===== src/common/rv_defines.svh =====
`ifndef RV_DEFINES_SVH
`define RV_DEFINES_SVH

// data and address width
`define RV_XLEN         32
`define RV_RESET_PC     32'h0000_0000

// major opcodes
`define RV_OP_IMM       7'b0010011
`define RV_OP_OP        7'b0110011
`define RV_OP_STORE     7'b0100011
`define RV_OP_LOAD      7'b0000011
`define RV_OP_BRANCH    7'b1100011
`define RV_OP_LUI       7'b0110111
`define RV_OP_AUIPC     7'b0010111
`define RV_OP_JAL       7'b1101111
`define RV_OP_JALR      7'b1100111

// alu funct3, shared by register and immediate forms
`define RV_F3_ADD_SUB   3'b000
`define RV_F3_SLL       3'b001
`define RV_F3_SLT       3'b010
`define RV_F3_SLTU      3'b011
`define RV_F3_XOR       3'b100
`define RV_F3_SRL_SRA   3'b101
`define RV_F3_OR        3'b110
`define RV_F3_AND       3'b111

// load funct3
`define RV_F3_LB        3'b000
`define RV_F3_LH        3'b001
`define RV_F3_LW        3'b010
`define RV_F3_LBU       3'b100
`define RV_F3_LHU       3'b101

// store funct3
`define RV_F3_SB        3'b000
`define RV_F3_SH        3'b001
`define RV_F3_SW        3'b010

// branch funct3
`define RV_F3_BEQ       3'b000
`define RV_F3_BNE       3'b001
`define RV_F3_BLT       3'b100
`define RV_F3_BGE       3'b101
`define RV_F3_BLTU      3'b110
`define RV_F3_BGEU      3'b111

// memory access size
`define RV_SIZE_BYTE    2'd0
`define RV_SIZE_HALF    2'd1
`define RV_SIZE_WORD    2'd2

`endif


===== src/common/rv_pkg.sv =====
`default_nettype none
`include "rv_defines.svh"

package rv_pkg;

    // decoded instruction, operands already selected
    typedef struct packed {
        logic [`RV_XLEN-1:0] op1;
        logic [`RV_XLEN-1:0] op2;
        logic [`RV_XLEN-1:0] jmp_base;
        logic [`RV_XLEN-1:0] jmp_off;
        logic [`RV_XLEN-1:0] rs2_data;
        logic [4:0]          rd;
        logic                rd_wen;
        logic [6:0]          opcode;
        logic [2:0]          funct3;
        logic                funct7_5;
        logic [4:0]          shamt;
    } dec_bundle_t;

    // wdata is still in the low lanes here
    typedef struct packed {
        logic [`RV_XLEN-1:0] addr;
        logic [`RV_XLEN-1:0] wdata;
        logic [1:0]          size;
        logic                ren;
        logic                wen;
        logic                unsigned_ld;
    } mem_req_t;

    typedef struct packed {
        logic [4:0]          rd;
        logic                wen;
        logic [`RV_XLEN-1:0] data;
    } wb_t;

    typedef struct packed {
        logic                taken;
        logic [`RV_XLEN-1:0] target;
    } redirect_t;

endpackage

`default_nettype wire


===== src/core/rv_decode.sv =====
`timescale 1ns/1ps
`default_nettype none
`include "rv_defines.svh"

module rv_decode
    import rv_pkg::*;
(
    input  logic [`RV_XLEN-1:0] pc_i,
    input  logic [`RV_XLEN-1:0] inst_i,
    input  logic [`RV_XLEN-1:0] rs1_data_i,
    input  logic [`RV_XLEN-1:0] rs2_data_i,
    output logic [4:0]          rs1_addr_o,
    output logic [4:0]          rs2_addr_o,
    output dec_bundle_t         dec_o
);

    logic [6:0]          opcode;
    logic [`RV_XLEN-1:0] imm_i;
    logic [`RV_XLEN-1:0] imm_s;
    logic [`RV_XLEN-1:0] imm_b;
    logic [`RV_XLEN-1:0] imm_u;
    logic [`RV_XLEN-1:0] imm_j;

    assign opcode     = inst_i[6:0];
    assign rs1_addr_o = inst_i[19:15];
    assign rs2_addr_o = inst_i[24:20];

    // immediates, all sign extended from bit 31
    assign imm_i = {{20{inst_i[31]}}, inst_i[31:20]};
    assign imm_s = {{20{inst_i[31]}}, inst_i[31:25], inst_i[11:7]};
    assign imm_b = {{19{inst_i[31]}}, inst_i[31], inst_i[7], inst_i[30:25],
                    inst_i[11:8], 1'b0};
    assign imm_u = {inst_i[31:12], 12'h000};
    assign imm_j = {{11{inst_i[31]}}, inst_i[31], inst_i[19:12], inst_i[20],
                    inst_i[30:21], 1'b0};

    always_comb begin
        dec_o          = '0;
        dec_o.opcode   = opcode;
        dec_o.funct3   = inst_i[14:12];
        dec_o.funct7_5 = inst_i[30];
        dec_o.rd       = inst_i[11:7];
        dec_o.rs2_data = rs2_data_i;
        // register shifts take the amount from rs2
        dec_o.shamt    = (opcode == `RV_OP_OP) ? rs2_data_i[4:0] : inst_i[24:20];

        case (opcode)
            `RV_OP_IMM, `RV_OP_LOAD: begin
                dec_o.op1    = rs1_data_i;
                dec_o.op2    = imm_i;
                dec_o.rd_wen = 1'b1;
            end
            `RV_OP_STORE: begin
                dec_o.op1 = rs1_data_i;
                dec_o.op2 = imm_s;
            end
            `RV_OP_OP: begin
                dec_o.op1    = rs1_data_i;
                dec_o.op2    = rs2_data_i;
                dec_o.rd_wen = 1'b1;
            end
            `RV_OP_BRANCH: begin
                dec_o.op1      = rs1_data_i;
                dec_o.op2      = rs2_data_i;
                dec_o.jmp_base = pc_i;
                dec_o.jmp_off  = imm_b;
            end
            `RV_OP_LUI: begin
                dec_o.op2    = imm_u;
                dec_o.rd_wen = 1'b1;
            end
            `RV_OP_AUIPC: begin
                dec_o.op1    = pc_i;
                dec_o.op2    = imm_u;
                dec_o.rd_wen = 1'b1;
            end
            // link value is pc + 4
            `RV_OP_JAL: begin
                dec_o.op1      = pc_i;
                dec_o.op2      = 32'd4;
                dec_o.jmp_base = pc_i;
                dec_o.jmp_off  = imm_j;
                dec_o.rd_wen   = 1'b1;
            end
            `RV_OP_JALR: begin
                dec_o.op1      = pc_i;
                dec_o.op2      = 32'd4;
                dec_o.jmp_base = rs1_data_i;
                dec_o.jmp_off  = imm_i;
                dec_o.rd_wen   = 1'b1;
            end
            default: ;
        endcase
    end

endmodule

`default_nettype wire


===== src/core/rv_execute.sv =====
`timescale 1ns/1ps
`default_nettype none
`include "rv_defines.svh"

module rv_execute
    import rv_pkg::*;
(
    input  dec_bundle_t         dec_i,
    input  logic                valid_i,
    input  logic [`RV_XLEN-1:0] ld_data_i,
    output mem_req_t            mem_req_o,
    output redirect_t           redirect_o,
    output wb_t                 wb_o
);

    logic [`RV_XLEN-1:0] sum;
    logic [`RV_XLEN-1:0] alu_res;
    logic [`RV_XLEN-1:0] jmp_target;
    logic                br_taken;
    logic [`RV_XLEN-1:0] wb_data;
    mem_req_t            req;
    redirect_t           redir;

    // also the load/store address and the link value
    assign sum        = dec_i.op1 + dec_i.op2;
    assign jmp_target = dec_i.jmp_base + dec_i.jmp_off;

    // alu for register and immediate forms
    always_comb begin
        alu_res = '0;
        case (dec_i.funct3)
            `RV_F3_ADD_SUB: begin
                // only the register form can subtract
                if ((dec_i.opcode == `RV_OP_OP) && dec_i.funct7_5) begin
                    alu_res = dec_i.op1 - dec_i.op2;
                end else begin
                    alu_res = sum;
                end
            end
            `RV_F3_SLT: begin
                alu_res = ($signed(dec_i.op1) < $signed(dec_i.op2)) ? 32'd1 : 32'd0;
            end
            `RV_F3_SLTU: begin
                alu_res = (dec_i.op1 < dec_i.op2) ? 32'd1 : 32'd0;
            end
            `RV_F3_XOR: alu_res = dec_i.op1 ^ dec_i.op2;
            `RV_F3_OR:  alu_res = dec_i.op1 | dec_i.op2;
            `RV_F3_AND: alu_res = dec_i.op1 & dec_i.op2;
            `RV_F3_SLL: alu_res = dec_i.op1 << dec_i.shamt;
            `RV_F3_SRL_SRA: begin
                if (dec_i.funct7_5) begin
                    alu_res = $signed(dec_i.op1) >>> dec_i.shamt;
                end else begin
                    alu_res = dec_i.op1 >> dec_i.shamt;
                end
            end
            default: ;
        endcase
    end

    // branch compare
    always_comb begin
        case (dec_i.funct3)
            `RV_F3_BEQ:  br_taken = (dec_i.op1 == dec_i.op2);
            `RV_F3_BNE:  br_taken = (dec_i.op1 != dec_i.op2);
            `RV_F3_BLT:  br_taken = ($signed(dec_i.op1) < $signed(dec_i.op2));
            `RV_F3_BGE:  br_taken = ($signed(dec_i.op1) >= $signed(dec_i.op2));
            `RV_F3_BLTU: br_taken = (dec_i.op1 < dec_i.op2);
            `RV_F3_BGEU: br_taken = (dec_i.op1 >= dec_i.op2);
            default:     br_taken = 1'b0;
        endcase
    end

    always_comb begin
        req       = '0;
        req.addr  = sum;
        req.wdata = dec_i.rs2_data;
        redir     = '0;
        wb_data   = '0;

        case (dec_i.opcode)
            `RV_OP_IMM, `RV_OP_OP: wb_data = alu_res;
            `RV_OP_LOAD: begin
                wb_data = ld_data_i;
                req.ren = 1'b1;
                case (dec_i.funct3)
                    `RV_F3_LB:  req.size = `RV_SIZE_BYTE;
                    `RV_F3_LH:  req.size = `RV_SIZE_HALF;
                    `RV_F3_LW:  req.size = `RV_SIZE_WORD;
                    `RV_F3_LBU: begin
                        req.size        = `RV_SIZE_BYTE;
                        req.unsigned_ld = 1'b1;
                    end
                    `RV_F3_LHU: begin
                        req.size        = `RV_SIZE_HALF;
                        req.unsigned_ld = 1'b1;
                    end
                    default: req.ren = 1'b0;
                endcase
            end
            `RV_OP_STORE: begin
                req.wen = 1'b1;
                case (dec_i.funct3)
                    `RV_F3_SB: req.size = `RV_SIZE_BYTE;
                    `RV_F3_SH: req.size = `RV_SIZE_HALF;
                    `RV_F3_SW: req.size = `RV_SIZE_WORD;
                    default:   req.wen  = 1'b0;
                endcase
            end
            `RV_OP_BRANCH: begin
                redir.taken  = br_taken;
                redir.target = jmp_target;
            end
            `RV_OP_LUI, `RV_OP_AUIPC: wb_data = sum;
            `RV_OP_JAL: begin
                wb_data      = sum;
                redir.taken  = 1'b1;
                redir.target = jmp_target;
            end
            `RV_OP_JALR: begin
                wb_data      = sum;
                redir.taken  = 1'b1;
                redir.target = {jmp_target[`RV_XLEN-1:1], 1'b0};
            end
            default: ;
        endcase
    end

    // nothing leaves the core before fetch is valid
    always_comb begin
        mem_req_o        = req;
        mem_req_o.wen    = req.wen & valid_i;
        redirect_o       = redir;
        redirect_o.taken = redir.taken & valid_i;
        wb_o.rd          = dec_i.rd;
        wb_o.wen         = dec_i.rd_wen & valid_i;
        wb_o.data        = wb_data;
    end

    always_comb begin
        if (redirect_o.taken) begin
            a_target_even: assert (redirect_o.target[0] == 1'b0)
                else $error("taken redirect with odd target %h", redirect_o.target);
        end
    end

endmodule

`default_nettype wire


===== src/core/rv_fetch.sv =====
`timescale 1ns/1ps
`default_nettype none
`include "rv_defines.svh"

module rv_fetch
    import rv_pkg::*;
(
    input  logic                clk_i,
    input  logic                rst_n_i,
    input  redirect_t           redirect_i,
    output logic [`RV_XLEN-1:0] pc_o,
    output logic                valid_o
);

    logic [`RV_XLEN-1:0] pc_next;

    assign pc_next = redirect_i.taken ? redirect_i.target : pc_o + 32'd4;

    always_ff @(posedge clk_i or negedge rst_n_i) begin
        if (!rst_n_i) begin
            pc_o    <= `RV_RESET_PC;
            valid_o <= 1'b0;
        end else begin
            valid_o <= 1'b1;
            // hold reset pc until its instruction has run once
            if (valid_o) begin
                pc_o <= pc_next;
            end
        end
    end

    // target comes from execute, fetch relies on word alignment
    a_redirect_aligned: assert property (@(posedge clk_i) disable iff (!rst_n_i)
        redirect_i.taken |-> (redirect_i.target[1:0] == 2'b00))
        else $error("taken redirect to unaligned target %h", redirect_i.target);

endmodule

`default_nettype wire


===== src/core/rv_lsu.sv =====
`timescale 1ns/1ps
`default_nettype none
`include "rv_defines.svh"

module rv_lsu
    import rv_pkg::*;
(
    input  mem_req_t            req_i,
    output logic [`RV_XLEN-1:0] dmem_addr_o,
    output logic                dmem_ren_o,
    output logic                dmem_wen_o,
    output logic [`RV_XLEN-1:0] dmem_wdata_o,
    output logic [3:0]          dmem_wmask_o,
    input  logic [`RV_XLEN-1:0] dmem_rdata_i,
    output logic [`RV_XLEN-1:0] ld_data_o
);

    logic [1:0]          offset;
    logic [3:0]          mask_base;
    logic [`RV_XLEN-1:0] rdata_sh;

    assign offset      = req_i.addr[1:0];
    assign dmem_addr_o = {req_i.addr[`RV_XLEN-1:2], 2'b00};
    assign dmem_ren_o  = req_i.ren;
    assign dmem_wen_o  = req_i.wen;

    always_comb begin
        case (req_i.size)
            `RV_SIZE_BYTE: mask_base = 4'b0001;
            `RV_SIZE_HALF: mask_base = 4'b0011;
            default:       mask_base = 4'b1111;
        endcase
    end

    // move store data and mask up to the addressed lane
    assign dmem_wdata_o = req_i.wdata << {offset, 3'b000};
    assign dmem_wmask_o = mask_base << offset;

    assign rdata_sh = dmem_rdata_i >> {offset, 3'b000};

    always_comb begin
        case (req_i.size)
            `RV_SIZE_BYTE: begin
                ld_data_o = req_i.unsigned_ld ? {24'h0, rdata_sh[7:0]}
                                              : {{24{rdata_sh[7]}}, rdata_sh[7:0]};
            end
            `RV_SIZE_HALF: begin
                ld_data_o = req_i.unsigned_ld ? {16'h0, rdata_sh[15:0]}
                                              : {{16{rdata_sh[15]}}, rdata_sh[15:0]};
            end
            default: ld_data_o = rdata_sh;
        endcase
    end

    // no misaligned accesses reach the bus
    always_comb begin
        if (req_i.ren || req_i.wen) begin
            if (req_i.size == `RV_SIZE_HALF) begin
                a_half_aligned: assert (req_i.addr[0] == 1'b0)
                    else $error("misaligned half access at %h", req_i.addr);
            end
            if (req_i.size == `RV_SIZE_WORD) begin
                a_word_aligned: assert (req_i.addr[1:0] == 2'b00)
                    else $error("misaligned word access at %h", req_i.addr);
            end
        end
    end

endmodule

`default_nettype wire


===== src/core/rv_regfile.sv =====
`timescale 1ns/1ps
`default_nettype none
`include "rv_defines.svh"

module rv_regfile
    import rv_pkg::*;
(
    input  logic                clk_i,
    input  logic                rst_n_i,
    input  logic [4:0]          rs1_addr_i,
    input  logic [4:0]          rs2_addr_i,
    output logic [`RV_XLEN-1:0] rs1_data_o,
    output logic [`RV_XLEN-1:0] rs2_data_o,
    input  wb_t                 wb_i
);

    // x0 has no storage
    logic [`RV_XLEN-1:0] regs [1:31];

    always_ff @(posedge clk_i or negedge rst_n_i) begin
        if (!rst_n_i) begin
            for (int i = 1; i < 32; i++) begin
                regs[i] <= '0;
            end
        end else if (wb_i.wen && (wb_i.rd != 5'd0)) begin
            regs[wb_i.rd] <= wb_i.data;
        end
    end

    assign rs1_data_o = (rs1_addr_i == 5'd0) ? '0 : regs[rs1_addr_i];
    assign rs2_data_o = (rs2_addr_i == 5'd0) ? '0 : regs[rs2_addr_i];

    a_x0_rs1_zero: assert property (@(posedge clk_i) disable iff (!rst_n_i)
        (rs1_addr_i == 5'd0) |-> (rs1_data_o == '0));
    a_x0_rs2_zero: assert property (@(posedge clk_i) disable iff (!rst_n_i)
        (rs2_addr_i == 5'd0) |-> (rs2_data_o == '0));

endmodule

`default_nettype wire


===== src/verilog/rv_core_top.sv =====
`timescale 1ns/1ps
`default_nettype none
`include "rv_defines.svh"

module rv_core_top
    import rv_pkg::*;
(
    input  logic                clk_i,
    input  logic                rst_n_i,
    output logic [`RV_XLEN-1:0] inst_addr_o,
    input  logic [`RV_XLEN-1:0] inst_i,
    output logic [`RV_XLEN-1:0] dmem_addr_o,
    output logic                dmem_ren_o,
    input  logic [`RV_XLEN-1:0] dmem_rdata_i,
    output logic                dmem_wen_o,
    output logic [`RV_XLEN-1:0] dmem_wdata_o,
    output logic [3:0]          dmem_wmask_o
);

    logic                valid;
    logic [4:0]          rs1_addr;
    logic [4:0]          rs2_addr;
    logic [`RV_XLEN-1:0] rs1_data;
    logic [`RV_XLEN-1:0] rs2_data;
    logic [`RV_XLEN-1:0] ld_data;
    dec_bundle_t         dec;
    mem_req_t            mem_req;
    redirect_t           redirect;
    wb_t                 wb;

    // the pc doubles as the instruction address
    rv_fetch rv_fetch_i (
        .clk_i      (clk_i),
        .rst_n_i    (rst_n_i),
        .redirect_i (redirect),
        .pc_o       (inst_addr_o),
        .valid_o    (valid)
    );

    rv_regfile rv_regfile_i (
        .clk_i      (clk_i),
        .rst_n_i    (rst_n_i),
        .rs1_addr_i (rs1_addr),
        .rs2_addr_i (rs2_addr),
        .rs1_data_o (rs1_data),
        .rs2_data_o (rs2_data),
        .wb_i       (wb)
    );

    rv_decode rv_decode_i (
        .pc_i       (inst_addr_o),
        .inst_i     (inst_i),
        .rs1_data_i (rs1_data),
        .rs2_data_i (rs2_data),
        .rs1_addr_o (rs1_addr),
        .rs2_addr_o (rs2_addr),
        .dec_o      (dec)
    );

    rv_execute rv_execute_i (
        .dec_i      (dec),
        .valid_i    (valid),
        .ld_data_i  (ld_data),
        .mem_req_o  (mem_req),
        .redirect_o (redirect),
        .wb_o       (wb)
    );

    rv_lsu rv_lsu_i (
        .req_i        (mem_req),
        .dmem_addr_o  (dmem_addr_o),
        .dmem_ren_o   (dmem_ren_o),
        .dmem_wen_o   (dmem_wen_o),
        .dmem_wdata_o (dmem_wdata_o),
        .dmem_wmask_o (dmem_wmask_o),
        .dmem_rdata_i (dmem_rdata_i),
        .ld_data_o    (ld_data)
    );

endmodule

`default_nettype wire

===== config.mk =====
export PLATFORM = sky130hd
export DESIGN_NAME = rv_core_top
export DESIGN_NICKNAME = d
export VERILOG_FILES = /design/src/common/rv_pkg.sv /design/src/core/rv_decode.sv /design/src/core/rv_execute.sv /design/src/core/rv_fetch.sv /design/src/core/rv_lsu.sv /design/src/core/rv_regfile.sv /design/src/verilog/rv_core_top.sv
export VERILOG_INCLUDE_DIRS = /design/src /design/src/common
export SDC_FILE = /design/constraint.sdc
export NUM_CORES = 2
export LEC_CHECK = 0
export BUFFER_PORTS_ARGS = -buffer_cell sky130_fd_sc_hd__buf_4
export CAP_MARGIN = 10
export CELL_PAD_IN_SITES_DETAIL_PLACEMENT = 0
export CELL_PAD_IN_SITES_GLOBAL_PLACEMENT = 1
export CORE_ASPECT_RATIO = 1.25
export CORE_MARGIN = 8
export CORE_UTILIZATION = 51
export DETAILED_ROUTE_END_ITERATION = 10
export PLACE_DENSITY_LB_ADDON = 0.1
export SYNTH_ARGS = -nofsm -noshare
export SYNTH_HDL_FRONTEND = slang
export SYNTH_SLANG_ARGS = --single-unit
export TNS_END_PERCENT = 30

===== constraint.sdc =====
create_clock -name clk_i -period 8.5 [get_ports clk_i]
set_input_delay 0.425 -clock clk_i [delete_from_list [all_inputs] [get_ports clk_i]]
set_output_delay 0.425 -clock clk_i [all_outputs]
set_load 0.005 [all_outputs]

==> flow_metrics.env <==
export IMPL_r2r_slack_ps=1650
export IMPL_multi_input_area_sq_um=39600
export IMPL_status="completed"
export IMPL_final_common_cell="dfrtp_1"
export IMPL_fmax_ghz=0.130
export IMPL_r2r_cells=17
export IMPL_vias=61588
export IMPL_routedWlPerCell_um=35.5
export IMPL_slowest_stage="and2_4"
export IMPL_fillers=11976
export IMPL_final_setup_viol_count=0
export IMPL_r2r_start="rv_regfile_i.regs[248]"
export IMPL_path_common_cell="buf_4"
export IMPL_critPathMaxStageDelay_ps=810
export IMPL_pin_count=168
export IMPL_dieArea_sq_um=146000
export IMPL_path_class="input pin to output pin"
export IMPL_required_ps=8080
export IMPL_synth_edf_count=0
export IMPL_rows=150
export IMPL_hold_buffers=1
export IMPL_place_gp_congestion=1.15
export IMPL_rsz0062_at_grt="no"
export IMPL_cap_violations=0
export IMPL_clk_latency_ps=760
export IMPL_syn_inst=7086
export IMPL_clk_pin_slew_ps=60
export IMPL_worstPathArrival_ps=7260
export IMPL_final_nets=7242
export IMPL_antenna_found_initial=24
export IMPL_syn_mean_instance_area_sq_um=9.65
export IMPL_antenna_left=0
export IMPL_initial_utilization=0.513
export IMPL_timing_hold_ws_ps=321
export IMPL_clkSinkCount=1025
export IMPL_p_total_mw=11.7
export IMPL_relSlewSlack=0.0811
export IMPL_dp_hpwl_um=220000
export IMPL_routed_wl_um=316000
export IMPL_drt_iter0_markers=7562
export IMPL_yosysWarnings=0
export IMPL_grt_use_total=0.424
export IMPL_ys_types=112
export IMPL_core_sq_um=133000
export IMPL_ys_async_sr_fraction=1.00
export IMPL_dieHeight_um=425
export IMPL_worst_setup_path_end_kind="output pin"
export IMPL_p_leak_nw=33.8
export IMPL_grt_first_pass_wirelength_um=445000
export IMPL_io_buffers=165
export IMPL_synth_flop_cell="dfrtp_1"
export IMPL_routed_via_density=6.92
export IMPL_worst_pin_slew_ps=1370
export IMPL_rr_endpoint="rv_fetch_i.pc_o[8]"
export IMPL_cts_tree="done"
export IMPL_final_cell_mix="dfrtp_1 (1024), nand2_1 (831), a21oi_1 (649)"
export IMPL_area_growth_pct=10.7
export IMPL_cts_setup_buffers=0
export IMPL_path_cells="buf_4 > and2_4 > buf_4 > a22oi_1 > a21oi_1 > nor4_1 > a22o_2 > ha_1 > o41ai_2 > o21ai_0 > a211o_1 > or4_1 > a21oi_1 > nor2_1 > xnor2_1 > buf_4 > buf_4"
export IMPL_synth_seq_cells=1025
export IMPL_cts_resized=0
export IMPL_ir_drop_mv=0.192
export IMPL_slew_viol_final=0
export IMPL_grt_max_degree=146
export IMPL_start_kind="input pin"
export IMPL_seqCellArea_sq_um=25700
export IMPL_syn_cell_area_sq_um=68400
export IMPL_power_density_nw_per_um2=154
export IMPL_clock_root_buffer="clkbuf_16"
export IMPL_final_cell_count_no_fill=8901
export IMPL_hold_class="input pin to async pin"
export IMPL_cts_max_level=3
export IMPL_cts_buffers=106
export IMPL_dr_pass1_iters=10
export IMPL_crit_fanout=34
export IMPL_gr_total_overflow=0
export IMPL_seq_area_frac_synth=0.375
export IMPL_grt_pass1_vias=59446
export IMPL_setup_tns_final_ps=0
export IMPL_skew_ps=39.4
export IMPL_hold_violations=0
export IMPL_clock_path_buffers=3
export IMPL_dieWidth_um=344
export IMPL_drc=0
export IMPL_dpl_cell_count=8682
export IMPL_final_layout_size_suffix_gt1_frac=0.201
export IMPL_period_share=0.904
export IMPL_period_needed_ps=7690
[worst max-delay path: cells and delay by family]
family	cells	cell delay, ps
AOI/OAI and AO/OA	7	2470
xor gates and xnor gates	1	630
adders and majority gates	1	540
buffers and inverters	4	1320
and+or+nand+nor	4	1680
[cell families after synthesis]
| logic type | after synthesis | share of synthesized area |
|---|---|---|
| other cells | 2 | 0.000110 |
| buf+inv | 786 | 0.0541 |
| xor+xnor | 82 | 0.0105 |
| mux | 1185 | 0.232 |
| fa+ha+maj | 131 | 0.0243 |
| simple gates | 1641 | 0.102 |
| flops | 1025 | 0.375 |
| compound gates | 2234 | 0.201 |
[how the worst max path moves through the flow]
stage / slack, ps / endpoint / cells past startpoint / start
2_1_floorplan: 1520 / rv_regfile_i.regs[125] / 25 / inst_i[20]
3_3_place_gp: 610 / rv_fetch_i.pc_o[27] / 23 / inst_i[16]
3_5_place_dp: 590 / rv_fetch_i.pc_o[8] / 22 / inst_i[16]
4_1_cts: 1200 / dmem_addr_o[26] / 20 / inst_i[17]
5_1_grt: 740 / dmem_addr_o[26] / 17 / inst_i[16]
6_report: 810 / dmem_addr_o[26] / 17 / inst_i[17]
[area by class of cell]
class | instances | share of cell area
sequential | 1025 | 0.339
clock inverter | 38 | 0.00514
tap | 1748 | 0.0289
multi-input combinational | 5276 | 0.523
antenna | 20 | 0.000661
inverter | 121 | 0.00603
timing repair buffer | 515 | 0.0565
clock buffer | 158 | 0.0411
[through the flow]
step | setup WS, ps | area (sq um) | util
CTS | 1200 | 75600 | 0.567
floorplan | 1520 | 68400 | -
detailed placement | 589 | 72100 | 0.540
finish | 813 | 75700 | 0.567
global route | 744 | 75600 | 0.567
global placement | 605 | 72100 | 0.540
[cells in the mapped netlist, drive strengths merged, types with 17 or more instances]
library cell,n,area (sq um)
a211oi,63,495
a21o,51,383
a21oi,658,3310
a221o,43,430
a221oi,46,415
a22o,54,477
a22oi,259,2010
a31oi,67,440
and2,37,231
and3,20,125
buf,235,1630
clkbuf,430,1610
dfrtp,1025,25600
ha,128,1600
inv,120,450
mux2,292,3290
mux2i,601,6020
mux4,292,6580
nand2,840,3170
nand2b,24,150
nand3,49,255
nand4,19,134
nor2,478,1820
nor2b,36,225
nor3,47,235
nor4,29,194
o211ai,23,173
o21a,24,181
o21ai,740,3700
o21bai,31,233
o22ai,30,188
o31ai,18,135
or2,17,106
xnor2,63,552
xor2,19,166
[layer usage]
layer  up-vias  routed length, um  share of wire  GRT usage
met1     30629             115000           0.36      0.502
li1      26025                  -              -          -
met4        12              31100          0.099      0.339
met3      1282              29400          0.093      0.118
met2      3640             140000           0.44      0.645
met5         -                 82        0.00026          0
[flip-flops by register name, summed over array words and instances (netlist names)]
| register | cells |
|---|---|
| rv_fetch_i.pc_o | 32 |
| rv_fetch_i.valid_o | 1 |
| rv_regfile_i.regs | 992 |
[where the power goes]
group | switching, mW | internal (mW)
logic | 1.18 | 0.603
registers | 0.177 | 4.98
clock network | 2.09 | 2.66
No activity file was read; power rests on OpenSTA's default activity.
